## config.mk

```make
export PLATFORM = sky130hd
export DESIGN_NAME = phy_ft_top
export DESIGN_NICKNAME = d
export VERILOG_FILES = /design/src/common/phy_ft_pkg.sv /design/src/common/phy_port_if.sv /design/src/failover/phy_failover.sv /design/src/port_monitor/phy_port_monitor.sv /design/src/phy_ft_top.sv
export SDC_FILE = /design/constraint.sdc
export NUM_CORES = 1
export LEC_CHECK = 0
export BUFFER_PORTS_ARGS = -buffer_cell sky130_fd_sc_hd__buf_2
export CORE_MARGIN = 5
export CORE_UTILIZATION = 40
export DETAILED_ROUTE_END_ITERATION = 6
export MAX_ROUTING_LAYER = met4
export PLACE_DENSITY = 0.75
export SKIP_CTS_REPAIR_TIMING = 1
export SYNTH_ARGS = -nofsm -noshare
export SYNTH_HDL_FRONTEND = slang
export SYNTH_SLANG_ARGS = --single-unit
```

## constraint.sdc

```tcl
create_clock -name clk_i -period 1.2 [get_ports clk_i]
set_input_delay 0 -clock clk_i [delete_from_list [all_inputs] [get_ports clk_i]]
set_output_delay 0 -clock clk_i [all_outputs]
set_load 0.005 [all_outputs]
```

## src/common/phy_ft_pkg.sv

```systemverilog
`default_nettype none

package phy_ft_pkg;

	//////////////////////////////////////////////////////////////////////
	// GMII and link status sizes

	localparam int GMII_DATA_W = 8;

	// Edges a raw status word must hold before it is accepted
	localparam int LINK_DEBOUNCE_CYCLES = 4;

	// Up, speed and duplex packed together
	localparam int STATUS_W = 4;
	localparam int DBNC_CNT_W = $clog2(LINK_DEBOUNCE_CYCLES + 1);

	// In-band status speed encoding
	typedef enum logic [1:0] {
		SPEED_10   = 2'd0,
		SPEED_100  = 2'd1,
		SPEED_1000 = 2'd2,
		SPEED_RSVD = 2'd3
	} speed_t;

	typedef enum logic {
		PORT_0 = 1'b0,
		PORT_1 = 1'b1
	} port_sel_t;

endpackage

`default_nettype wire

```

## src/common/phy_port_if.sv

```systemverilog
`timescale 1ns/1ps
`default_nettype none

interface phy_port_if;
	import phy_ft_pkg::*;

	// Debounced link status
	logic link_up;
	speed_t speed;
	logic duplex;

	// Registered GMII receive stream
	logic [GMII_DATA_W-1:0] rxdat;
	logic rxdv;
	logic rxer;

	modport monitor (
		output link_up, speed, duplex,
		output rxdat, rxdv, rxer
	);

	modport failover (
		input link_up, speed, duplex,
		input rxdat, rxdv, rxer
	);

endinterface

`default_nettype wire

```

## src/failover/phy_failover.sv

```systemverilog
`timescale 1ns/1ps
`default_nettype none

module phy_failover (
	input  logic clk_i,
	input  logic rst_n_i,
	phy_port_if.failover port0,
	phy_port_if.failover port1,
	input  logic [phy_ft_pkg::GMII_DATA_W-1:0] tx_dat_i,
	input  logic tx_en_i,
	output logic [phy_ft_pkg::GMII_DATA_W-1:0] phy0_txdat_o,
	output logic [phy_ft_pkg::GMII_DATA_W-1:0] phy1_txdat_o,
	output logic phy0_txen_o,
	output logic phy1_txen_o,
	output logic [phy_ft_pkg::GMII_DATA_W-1:0] rx_dat_o,
	output logic rx_dv_o,
	output logic rx_er_o,
	output logic link_up_o,
	output phy_ft_pkg::speed_t speed_o,
	output logic duplex_o,
	output phy_ft_pkg::port_sel_t active_port_o,
	output logic link_change_o
);
	import phy_ft_pkg::*;

	port_sel_t active_q;
	port_sel_t active_nxt;
	logic cur_up;
	logic oth_up;
	logic link_nxt;
	logic changed;
	logic pend_q;
	logic change_q;

	//////////////////////////////////////////////////////////////////////
	// Port selection

	assign cur_up = (active_q == PORT_0) ? port0.link_up : port1.link_up;
	assign oth_up = (active_q == PORT_0) ? port1.link_up : port0.link_up;

	// No preemption, only leave a dead port for a live one
	assign active_nxt = (!cur_up && oth_up) ?
		((active_q == PORT_0) ? PORT_1 : PORT_0) : active_q;

	assign link_nxt = (active_nxt == PORT_0) ? port0.link_up : port1.link_up;
	assign changed = (link_nxt != link_up_o) || (active_nxt != active_q);

	always_ff @(posedge clk_i or negedge rst_n_i) begin
		if (!rst_n_i) begin
			active_q <= PORT_0;
			link_up_o <= 1'b0;
			speed_o <= SPEED_10;
			duplex_o <= 1'b0;
		end else begin
			active_q <= active_nxt;
			link_up_o <= link_nxt;
			speed_o <= (active_nxt == PORT_0) ? port0.speed : port1.speed;
			duplex_o <= (active_nxt == PORT_0) ? port0.duplex : port1.duplex;
		end
	end

	// Back-to-back changes are spread out so each strobe stays one cycle
	always_ff @(posedge clk_i or negedge rst_n_i) begin
		if (!rst_n_i) begin
			change_q <= 1'b0;
			pend_q <= 1'b0;
		end else begin
			change_q <= (changed || pend_q) && !change_q;
			pend_q <= (changed || pend_q) && change_q;
		end
	end

	assign active_port_o = active_q;
	assign link_change_o = change_q;

	//////////////////////////////////////////////////////////////////////
	// Receive mux and transmit routing

	always_ff @(posedge clk_i or negedge rst_n_i) begin
		if (!rst_n_i) begin
			rx_dv_o <= 1'b0;
			rx_er_o <= 1'b0;
			phy0_txen_o <= 1'b0;
			phy1_txen_o <= 1'b0;
		end else begin
			rx_dv_o <= (active_q == PORT_0) ? port0.rxdv : port1.rxdv;
			rx_er_o <= (active_q == PORT_0) ? port0.rxer : port1.rxer;
			phy0_txen_o <= tx_en_i && (active_q == PORT_0);
			phy1_txen_o <= tx_en_i && (active_q == PORT_1);
		end
	end

	always_ff @(posedge clk_i) begin
		rx_dat_o <= (active_q == PORT_0) ? port0.rxdat : port1.rxdat;
		phy0_txdat_o <= (active_q == PORT_0) ? tx_dat_i : '0;
		phy1_txdat_o <= (active_q == PORT_1) ? tx_dat_i : '0;
	end

	a_change_single: assert property (
		@(posedge clk_i) disable iff (!rst_n_i)
		link_change_o |=> !link_change_o
	);

	// New port was reported up by its monitor before the move
	a_switch_to_up: assert property (
		@(posedge clk_i) disable iff (!rst_n_i)
		(active_port_o != $past(active_port_o)) |->
			$past((active_port_o == PORT_0) ? port1.link_up : port0.link_up)
	);

	a_txen_onehot: assert property (
		@(posedge clk_i) disable iff (!rst_n_i)
		!(phy0_txen_o && phy1_txen_o)
	);

endmodule

`default_nettype wire

```

## src/port_monitor/phy_port_monitor.sv

```systemverilog
`timescale 1ns/1ps
`default_nettype none

module phy_port_monitor (
	input  logic clk_i,
	input  logic rst_n_i,
	input  logic ibs_up_i,
	input  phy_ft_pkg::speed_t ibs_spd_i,
	input  logic ibs_dplx_i,
	input  logic [phy_ft_pkg::GMII_DATA_W-1:0] rxdat_i,
	input  logic rxdv_i,
	input  logic rxer_i,
	phy_port_if.monitor port
);
	import phy_ft_pkg::*;

	logic [STATUS_W-1:0] raw_word;
	logic [STATUS_W-1:0] cand_q;
	logic [DBNC_CNT_W-1:0] cnt_q;
	logic accept;

	logic stat_up_q;
	speed_t stat_spd_q;
	logic stat_dplx_q;

	logic [GMII_DATA_W-1:0] rxdat_q;
	logic rxdv_q;
	logic rxer_q;

	//////////////////////////////////////////////////////////////////////
	// In-band status debounce

	assign raw_word = {ibs_up_i, ibs_spd_i, ibs_dplx_i};

	// Last of the equal samples, word goes out on this edge
	assign accept = (raw_word == cand_q) &&
		(cnt_q == DBNC_CNT_W'(LINK_DEBOUNCE_CYCLES - 1));

	always_ff @(posedge clk_i or negedge rst_n_i) begin
		if (!rst_n_i) begin
			cand_q <= {1'b0, SPEED_10, 1'b0};
			cnt_q <= DBNC_CNT_W'(LINK_DEBOUNCE_CYCLES);
		end else if (raw_word != cand_q) begin
			// First sample of a new word
			cand_q <= raw_word;
			cnt_q <= DBNC_CNT_W'(1);
		end else if (cnt_q != DBNC_CNT_W'(LINK_DEBOUNCE_CYCLES)) begin
			cnt_q <= cnt_q + DBNC_CNT_W'(1);
		end
	end

	always_ff @(posedge clk_i or negedge rst_n_i) begin
		if (!rst_n_i) begin
			stat_up_q <= 1'b0;
			stat_spd_q <= SPEED_10;
			stat_dplx_q <= 1'b0;
		end else if (accept) begin
			// Reserved speed is never a usable link
			stat_up_q <= ibs_up_i && (ibs_spd_i != SPEED_RSVD);
			stat_spd_q <= ibs_spd_i;
			stat_dplx_q <= ibs_dplx_i;
		end
	end

	//////////////////////////////////////////////////////////////////////
	// Receive stream

	always_ff @(posedge clk_i or negedge rst_n_i) begin
		if (!rst_n_i) begin
			rxdv_q <= 1'b0;
			rxer_q <= 1'b0;
		end else begin
			rxdv_q <= rxdv_i;
			rxer_q <= rxer_i;
		end
	end

	always_ff @(posedge clk_i) begin
		rxdat_q <= rxdat_i;
	end

	assign port.link_up = stat_up_q;
	assign port.speed = stat_spd_q;
	assign port.duplex = stat_dplx_q;
	assign port.rxdat = rxdat_q;
	assign port.rxdv = rxdv_q;
	assign port.rxer = rxer_q;

	// Failover unit must never see an up link at reserved speed
	a_no_rsvd_up: assert property (
		@(posedge clk_i) disable iff (!rst_n_i)
		port.link_up |-> (port.speed != SPEED_RSVD)
	);

endmodule

`default_nettype wire

```

## src/phy_ft_top.sv

```systemverilog
`timescale 1ns/1ps
`default_nettype none

module phy_ft_top (
	input  logic clk_i,
	input  logic rst_n_i,

	// PHY 0 in-band status and receive
	input  logic phy0_ibs_up_i,
	input  logic [1:0] phy0_ibs_spd_i,
	input  logic phy0_ibs_dplx_i,
	input  logic [phy_ft_pkg::GMII_DATA_W-1:0] phy0_rxdat_i,
	input  logic phy0_rxdv_i,
	input  logic phy0_rxer_i,

	// PHY 1 in-band status and receive
	input  logic phy1_ibs_up_i,
	input  logic [1:0] phy1_ibs_spd_i,
	input  logic phy1_ibs_dplx_i,
	input  logic [phy_ft_pkg::GMII_DATA_W-1:0] phy1_rxdat_i,
	input  logic phy1_rxdv_i,
	input  logic phy1_rxer_i,

	// MAC side
	input  logic [phy_ft_pkg::GMII_DATA_W-1:0] tx_dat_i,
	input  logic tx_en_i,
	output logic [phy_ft_pkg::GMII_DATA_W-1:0] phy0_txdat_o,
	output logic phy0_txen_o,
	output logic [phy_ft_pkg::GMII_DATA_W-1:0] phy1_txdat_o,
	output logic phy1_txen_o,
	output logic [phy_ft_pkg::GMII_DATA_W-1:0] rx_dat_o,
	output logic rx_dv_o,
	output logic rx_er_o,
	output logic link_up_o,
	output logic [1:0] speed_o,
	output logic duplex_o,
	output logic active_port_o,
	output logic link_change_o
);
	import phy_ft_pkg::*;

	speed_t fo_speed;
	port_sel_t fo_active;

	phy_port_if port0_if ();
	phy_port_if port1_if ();

	//////////////////////////////////////////////////////////////////////
	// Port monitors

	phy_port_monitor u_port0_mon (
		.clk_i      (clk_i),
		.rst_n_i    (rst_n_i),
		.ibs_up_i   (phy0_ibs_up_i),
		.ibs_spd_i  (speed_t'(phy0_ibs_spd_i)),
		.ibs_dplx_i (phy0_ibs_dplx_i),
		.rxdat_i    (phy0_rxdat_i),
		.rxdv_i     (phy0_rxdv_i),
		.rxer_i     (phy0_rxer_i),
		.port       (port0_if)
	);

	phy_port_monitor u_port1_mon (
		.clk_i      (clk_i),
		.rst_n_i    (rst_n_i),
		.ibs_up_i   (phy1_ibs_up_i),
		.ibs_spd_i  (speed_t'(phy1_ibs_spd_i)),
		.ibs_dplx_i (phy1_ibs_dplx_i),
		.rxdat_i    (phy1_rxdat_i),
		.rxdv_i     (phy1_rxdv_i),
		.rxer_i     (phy1_rxer_i),
		.port       (port1_if)
	);

	//////////////////////////////////////////////////////////////////////
	// Failover

	phy_failover u_failover (
		.clk_i         (clk_i),
		.rst_n_i       (rst_n_i),
		.port0         (port0_if),
		.port1         (port1_if),
		.tx_dat_i      (tx_dat_i),
		.tx_en_i       (tx_en_i),
		.phy0_txdat_o  (phy0_txdat_o),
		.phy1_txdat_o  (phy1_txdat_o),
		.phy0_txen_o   (phy0_txen_o),
		.phy1_txen_o   (phy1_txen_o),
		.rx_dat_o      (rx_dat_o),
		.rx_dv_o       (rx_dv_o),
		.rx_er_o       (rx_er_o),
		.link_up_o     (link_up_o),
		.speed_o       (fo_speed),
		.duplex_o      (duplex_o),
		.active_port_o (fo_active),
		.link_change_o (link_change_o)
	);

	assign speed_o = 2'(fo_speed);
	assign active_port_o = 1'(fo_active);

endmodule

`default_nettype wire
```

==> results.toml, run 1 <==
[outcome]
status = "finished with violations"
violations = "setup timing"

[cells_and_area]
final_nets = 357
n_antenna_cell = 0
multi_input_area_um2 = 878
drive_gt1_frac = 0.530
ff_latch_area_mm2 = 0.00173
syn_to_final_growth_pct = 57.0
nFillCells = 469

[yosys]
yosys_register_bits = 77
yosysMostFrequentCell = "dfxtp_1"
synth_top_area_share = 0.347
synth_commonest_cells = "dfxtp_1, dfrtp_1, mux2_2"
ys.flop_type = "dfxtp_1"
syn_area_mm2 = 0.00253
async_flop_share = 0.481
yosys-top-cells-area = "dfrtp_1, dfxtp_1, mux2_2"
syn_nets = 224
syn_inst = 179
yosysUniqueCellTypes = 26
synth_edf_count = 0
yosysSeqAreaShare = 0.684
avgSynthCellArea_um2 = 14.1
synth_top_area_cell = "dfrtp_1"
yosysWarnings = 0

[worst_setup_path]
crit_cells = 4
crit_buf_inv = 0
cp_slowest_cell = "dfrtp_1"
cp_max_fo = 4
r2r_end = "u_port0_mon.port.speed[1]"
r2r-start = "u_port0_mon.cand_q[1]"
r2r_slack_ns = -0.13
cp_top_family = "flip-flops"
cp_data_required_time_ns = 1.43
crit_path_end_kind = "register"
cp.arrival_ns = 1.56
critPathKind = "reg -> reg"
crit_chain = "xnor2_2, and4_4, nand2_4, mux2_4"
cp-start-kind = "register"
r2r_cells = 4
max_stage_delay_ns = 0.41
startpoint = "u_port0_mon.cand_q[1]"

[placed_design]
io_buffers = 72
gp_congestion = 0.717
dp_hpwl_mm = 3.31

[sta]
hold_viol = 0
fmaxAchievable_mhz = 754
whs_ns = 0.00299
post-route-min-period_ns = 1.33
worst_slack_ns = -0.127
slew_viol_final = 0
slew_headroom = 0.763
tightest_slew_ns = 0.355
final-setup-viol-count = 11
fin_crit_sh = 1.11
rsz0062_at_grt = "yes"
clock_skew_ns = 0.00663

[clock_tree]
cts_max_path_buffers = 2
htreeDepth = 3
clk_pin_slew_ns = 0.08
cts_buffers = 9
cts_sinks = 77
cts_tree = "yes"
cts-root-buf = "clkbuf_8"
clk_latency_ns = 0.34

[run]
maxCapViolCount = 0

[drt]
drc = 0
met3_length_um = 350
ant_nets = 0
highest_layer = "met4"
drt_iter0_drc = 20
wl_per_cell_um = 14.1
drt-pass1-iter-count = 3
wl_mm = 5.55
dr_wl_met2_mm = 2.95
wl_met1_mm = 2.16
vias = 1736
vias_per_cell = 4.41

[power]
pwr-share-comb = 0.130
p_clk_frac = 0.392
power_density_mw_per_mm2 = 1510
intPower_mw = 4.69
switchingPower_mw = 1.31
ir_drop_uv = 913
switching_share = 0.218
p_leak_nw = 1.94
pwr-share-seq = 0.478
finalPower_mw = 5.99

[grt]
track_usage = 0.127
gr-total-overflow = 0
grt_pass1_wl_mm = 7.11
grt_max_degree = 24
antenna_found_initial = 0
grt_pass1_vias = 1614

[worst_hold_path]
min_path_cells = 4
hold_path_end = "u_port0_mon.cnt_q[2]"
hold_class = "in -> reg"
hold_start = "phy0_ibs_dplx_i"

[floorplanning]
die_area_mm2 = 0.00801
core_area_mm2 = 0.00624
initial_core_util = 0.405
io_pins = 73
die_h_um = 89.5
row_count = 29
die_w_um = 89.5
==> stage by stage <==
step	instance area, um2	setup TNS (ns)	setup WS (ns)	util	cells
floorplan	2550	-0.353	-0.0552	-	179
global placement	3050	-0.565	-0.0840	0.489	329
detailed placement	3050	-1.04	-0.144	0.489	329
CTS	3300	-1.37	-0.178	0.529	345
global route	3970	-1.52	-0.179	0.636	394
finish	3970	-0.953	-0.127	0.636	394
==> logic make-up (layout without fill, tap and decap cells) <==
family | Yosys count | count (layout) | share of synthesized area
compound gates | 8 | 8 | 0.0193
xor+xnor | 10 | 10 | 0.0347
fa+ha+maj | 7 | 7 | 0.0342
buf+inv | 18 | 156 | 0.0322
flops | 77 | 77 | 0.684
mux | 21 | 21 | 0.104
simple gates | 38 | 38 | 0.0916
==> cell usage in the layout (no fill, tap or decap), types with 4 or more instances in the layout <==
master and n:
dfxtp_1 40, nand2_1 5, mux2_2 13, dlygate4sd3_1 39
dfrtp_1 33, buf_4 15, and2_1 9, nand2_4 4
mux2_4 8, nor2b_1 10, clkbuf_8 9, xnor2_2 9
buf_6 4, inv_2 4, buf_2 71
==> power groups by stage <==
stage / clock network (mW) / logic, mW / registers (mW)
after floorplan: 0 / 0.261 / 2.90
after global placement: 0 / 0.536 / 2.89
after detailed placement: 0 / 0.549 / 2.90
after CTS: 2.40 / 0.551 / 2.85
after global routing: 2.53 / 0.859 / 2.88
final: 2.35 / 0.780 / 2.86
==> flip-flops by register name, indices dropped and copies added (netlist names), 2 cells and up <==
register and cells:
u_failover.phy1_txdat_o 8, u_failover.phy0_txdat_o 8, u_port0_mon.cnt_q 3, u_port1_mon.cand_q 4
u_port1_mon.cnt_q 3, u_port0_mon.port.speed 2, u_port1_mon.port.speed 2, u_failover.speed_o 2
u_failover.rx_dat_o 8, u_port0_mon.port.rxdat 8, u_port0_mon.cand_q 4, u_port1_mon.port.rxdat 8
==> area by class of cell <==
cell class,count,area share
multi-input cells,84,0.221
inverters,7,0.00662
flip-flops and latches,77,0.436
well taps,77,0.0243
clock buffers,12,0.0448
repair buffers,133,0.248
clock inverters,4,0.0189
==> routing by layer <==
| metal | up-vias | GRT usage |
|---|---|---|
| met3 | 10 | 0.0535 |
| li1 | 843 | - |
| met2 | 54 | 0.194 |
| met5 | - | - |
| met1 | 829 | 0.141 |
| met4 | 0 | 0.0663 |
==> how the worst max path moves through the flow <==
stage,end,slack [ns]
2_1_floorplan,u_port0_mon.port.duplex,-0.06
3_3_place_gp,u_port0_mon.port.speed[1],-0.08
3_5_place_dp,u_port1_mon.port.link_up,-0.14
4_1_cts,active_port_o,-0.18
5_1_grt,u_port1_mon.port.link_up,-0.18
6_report,u_port0_mon.port.speed[1],-0.13
==> tightest hold or removal path: cells and delay by family <==
family          cells  cell delay, ns
simple gates        1            0.11
compound gates      1            0.05
buf+inv             1            0.11
xor+xnor            1            0.08
(Power assumes the default switching activity.)
==> inputs of run 2 (changes only) <==
Settings changed: CAP_MARGIN set to 20, RECOVER_POWER set to 50.
==> run 2 against run 1 <==
  * The flow still finishes with violations (setup timing)
  * Wire length about the same
  * Fmax about the same
  * Register-to-register slack about the same
  * Non-clock buffer count unchanged
  * Clock power about the same
  * Sequential cell count unchanged
  * Global-route usage unchanged
  * Power decreased by 0.17%
  * Clock skew unchanged
  * Sequential share of layout area increased by 0.26 points
  * Die area unchanged
  * Critical path type unchanged
  * Largest cell class unchanged
==> results.toml, run 2 (synthesis results as in run 1) <==
[placed_design]
dp_hpwl_mm = 3.31
gp_congestion = 0.717
io_buffers = 72

[clock_tree]
htreeDepth = 3
clk_latency_ns = 0.34
cts-root-buf = "clkbuf_8"
clk_pin_slew_ns = 0.08
cts_buffers = 9
cts_max_path_buffers = 2
cts_sinks = 77
cts_tree = "yes"

[sta]
tightest_slew_ns = 0.762
whs_ns = 0.0558
fmaxAchievable_mhz = 754
hold_viol = 0
slew_viol_final = 0
rsz0062_at_grt = "yes"
fin_crit_sh = 1.11
final-setup-viol-count = 11
post-route-min-period_ns = 1.33
slew_headroom = 0.492
clock_skew_ns = 0.00663
worst_slack_ns = -0.127

[cells_and_area]
final_nets = 357
ff_latch_area_mm2 = 0.00173
multi_input_area_um2 = 878
final_common_cell = "buf_2"
layout_common_cells = "buf_2, dfxtp_1, dlygate4sd3_1"
syn_to_final_growth_pct = 56.1
n_antenna_cell = 0
drive_gt1_frac = 0.502
nFillCells = 477

[grt]
grt_pass1_vias = 1614
use_met2 = 0.194
gr-total-overflow = 0
grt_max_degree = 24
grtUsageMet1 = 0.141
grt_pass1_wl_mm = 7.11
antenna_found_initial = 0
track_usage = 0.127
met3_usage = 0.0535
top_usage_layer = "met2"

[power]
finalPower_mw = 5.98
power_density_mw_per_mm2 = 1520
ir_drop_uv = 913
p_leak_nw = 1.91

[worst_setup_path]
r2r_cells = 4
r2r-start = "u_port0_mon.cand_q[1]"
startpoint = "u_port0_mon.cand_q[1]"
cp_max_fo = 4
critPathKind = "reg -> reg"
cp_data_required_time_ns = 1.43
cp-start-kind = "register"
crit_path_end_kind = "register"
cp.arrival_ns = 1.56

[worst_hold_path]
min_path_cells = 4
hold_start = "phy0_ibs_dplx_i"
hold_class = "in -> reg"

[drt]
vias_per_cell = 4.40
wl_mm = 5.55
ant_nets = 0
drt-pass1-iter-count = 3
drc = 0
drt_iter0_drc = 19
vias = 1735
wl_per_cell_um = 14.1

[outcome]
status = "finished with violations"
violations = "setup timing"

[floorplanning]
die_h_um = 89.5
initial_core_util = 0.405
die_area_mm2 = 0.00801
row_count = 29
die_w_um = 89.5
io_pins = 73
core_area_mm2 = 0.00624

[run]
maxCapViolCount = 0
run 2: cell types whose count changed in the layout (fill, tap and decap cells not counted), sizes merged:
cell,change
clkbuf,+10
buf,-10
run 2: path summary, 6_finish.rpt:
path,end,slack (ns)
min in group asynchronous,u_port0_mon.cnt_q[0],0.24
min,u_port0_mon.cnt_q[2],0.06
min reg2reg,u_failover.rx_dat_o[1],0.46
max,u_port0_mon.port.speed[1],-0.13
max in group asynchronous,u_port1_mon.cnt_q[2],0.05
max reg2reg,u_port0_mon.port.speed[1],-0.13
run 2: metal layers:
layer / vias up / part of all wire
met5: - / 0
met4: 0 / 0.015
met3: 10 / 0.063
met2: 54 / 0.53
met1: 828 / 0.39
li1: 843 / -
run 2: layout make-up:
| type | instances | area share |
|---|---|---|
| clock buffer | 12 | 0.0450 |
| clock inverter | 4 | 0.0190 |
| inverter | 7 | 0.00666 |
| multi-input combinational | 84 | 0.223 |
| sequential | 77 | 0.439 |
| tap | 77 | 0.0244 |
| timing repair buffer | 133 | 0.243 |
run 2: power breakdown:
group          total [mW]  switching [mW]  internal (mW)  leakage (nW)
logic               0.770           0.291          0.479          1.00
clock network        2.35           0.918           1.43         0.127
registers            2.86          0.0955           2.77         0.783
total                5.98            1.30           4.68          1.91
run 2: worst max-delay path, cell delays in order, from the launching register on:
cell and delay (ns):
dfrtp_1 0.41, xnor2_2 0.16, and4_4 0.29, nand2_4 0.07, mux2_4 0.29
run 2: per-stage QoR:
| stage | setup WS (ns) | setup TNS [ns] | util | instances | area (um2) |
|---|---|---|---|---|---|
| 2_1_floorplan | -0.0552 | -0.353 | - | 179 | 2550 |
| 3_3_place_gp | -0.0840 | -0.565 | 0.489 | 329 | 3050 |
| 3_5_place_dp | -0.144 | -1.04 | 0.489 | 329 | 3050 |
| 4_1_cts | -0.178 | -1.37 | 0.529 | 345 | 3300 |
| 5_1_grt | -0.179 | -4.21 | 0.632 | 394 | 3950 |
| 6_report | -0.127 | -0.951 | 0.632 | 394 | 3950 |
==> inputs of run 3 (changes only) <==
Settings changed: PLACE_DENSITY 0.75 to 0.7.
==> run 3 against run 2 <==
  * The run ends with hold timing, setup timing left
  * Sequential cell count stayed put
  * Worst setup slack better by 0.0019 ns
  * Clock power is 12% lower
  * Hold slack worse by 0.21 ns
  * Cell count is 1.8% lower
  * First-iteration DRC count is 140% higher
  * Global-route usage is 0.15 points higher
  * Cell area is 3.5% lower
==> results.toml, run 3 (synthesis results as in run 1) <==
[outcome]
violations = "hold timing, setup timing"
status = "finished with violations"

[power]
ir_drop_uv = 1050
finalPower_mw = 5.63
power_density_mw_per_mm2 = 1480
p_leak_nw = 1.87

[grt]
grt_pass1_wl_mm = 7.27
gr-total-overflow = 0
grt_max_degree = 38
grt_pass1_vias = 1626
track_usage = 0.128
antenna_found_initial = 0

[clock_tree]
clk_pin_slew_ns = 0.08
htreeDepth = 3
cts_buffers = 9
cts_max_path_buffers = 2
cts-root-buf = "clkbuf_8"
cts_tree = "yes"
cts_sinks = 77
clk_latency_ns = 0.34

[sta]
whs_ns = -0.155
worst_slack_ns = -0.125
slew_viol_final = 0
slew_headroom = 0.864
hold_viol = 2
fmaxAchievable_mhz = 755
clock_skew_ns = 0.00549
final-setup-viol-count = 9
fin_crit_sh = 1.10
tightest_slew_ns = 0.203
rsz0062_at_grt = "yes"
setup-tns-final_ns = -0.988
post-route-min-period_ns = 1.32

[placed_design]
dp_hpwl_mm = 3.21
gp_congestion = 0.721
dpl_worst_slack_ns = -0.133
io_buffers = 72
dp.cells = 332
placed_cell_area_mm2 = 0.00307

[worst_setup_path]
max_stage_delay_ns = 0.41
cp_slowest_cell = "dfrtp_1"
cp.arrival_ns = 1.55
critPathKind = "reg -> reg"
crit_chain = "xnor2_2, and4_4, nand2_4, mux2_4"
crit_path_end_kind = "register"
cp_data_required_time_ns = 1.43
cp_max_fo = 4
cp-start-kind = "register"

[cells_and_area]
syn_to_final_growth_pct = 50.6
utilization = 0.610
design_area_mm2 = 0.00381
layout_common_cells = "buf_2, dfxtp_1, dlygate4sd3_1"
nFillCells = 485
final_cells = 387
final_nets = 350
n_antenna_cell = 0
drive_gt1_frac = 0.503
final_common_cell = "buf_2"

[floorplanning]
io_pins = 73
die_area_mm2 = 0.00801
initial_core_util = 0.405
die_w_um = 89.5
die_h_um = 89.5
core_area_mm2 = 0.00624
row_count = 29

[drt]
wl_mm = 5.31
vias_per_cell = 4.37
drt_iter0_drc = 45
ant_nets = 0
vias = 1693
drc = 0
drt-pass1-iter-count = 3
wl_per_cell_um = 13.7

[worst_hold_path]
hold_class = "in -> reg"

[run]
maxCapViolCount = 0
-- run 3: changes by cell type in the layout (fill, tap and decap cells not counted), sizes merged --
| cell | previous run | this run |
|---|---|---|
| inv | 8 | 7 |
| dlygate4sd3 | 39 | 37 |
| buf | 83 | 89 |
| clkinvlp | 0 | 2 |
| clkbuf | 23 | 12 |
| bufinv | 2 | 1 |
-- run 3: critical path, delay by kind of cell, from the launching register on --
kind / cells / cell delay (ns)
flip-flops: 1 / 0.41
multiplexers: 1 / 0.29
XOR/XNOR: 1 / 0.16
AND/OR/NAND/NOR: 2 / 0.35
-- run 3: report_power, final --
group	total, mW	switching [mW]	internal [mW]	leakage (nW)
clock network	2.07	0.925	1.15	0.104
registers	2.85	0.0856	2.77	0.786
logic	0.702	0.270	0.431	0.978
total	5.63	1.28	4.35	1.87
-- run 3: final timing paths --
kind,startpoint,endpoint,slack [ns],cells past startpoint
worst max register to register,u_port0_mon.cand_q[0],u_port0_mon.port.speed[1],-0.12,4
worst max-delay path,u_port0_mon.cand_q[0],u_port0_mon.port.speed[1],-0.12,4
worst min register to register,u_port0_mon.port.rxdat[1],u_failover.rx_dat_o[1],0.45,1
min in group asynchronous,rst_n_i,u_port1_mon.cnt_q[1],0.15,3
max in group asynchronous,rst_n_i,u_port0_mon.cnt_q[2],0.79,3
worst min-delay path,phy0_ibs_dplx_i,u_port0_mon.cand_q[0],-0.16,1
-- run 3: final cells by class --
class	count	area, um2	area share
sequential	77	1730	0.454
timing repair buffer	126	878	0.231
multi-input combinational	84	856	0.225
clock buffer	12	166	0.0437
tap	77	96.3	0.0253
clock inverter	4	53.8	0.0141
inverter	7	26.3	0.00690
-- run 3: per-layer routing --
layer | vias up | GRT usage | part of all wire
li1 | 831 | - | -
met2 | 61 | 0.188 | 0.48
met5 | - | - | 0
met1 | 793 | 0.146 | 0.43
met3 | 8 | 0.0618 | 0.076
met4 | 0 | 0.0650 | 0.013
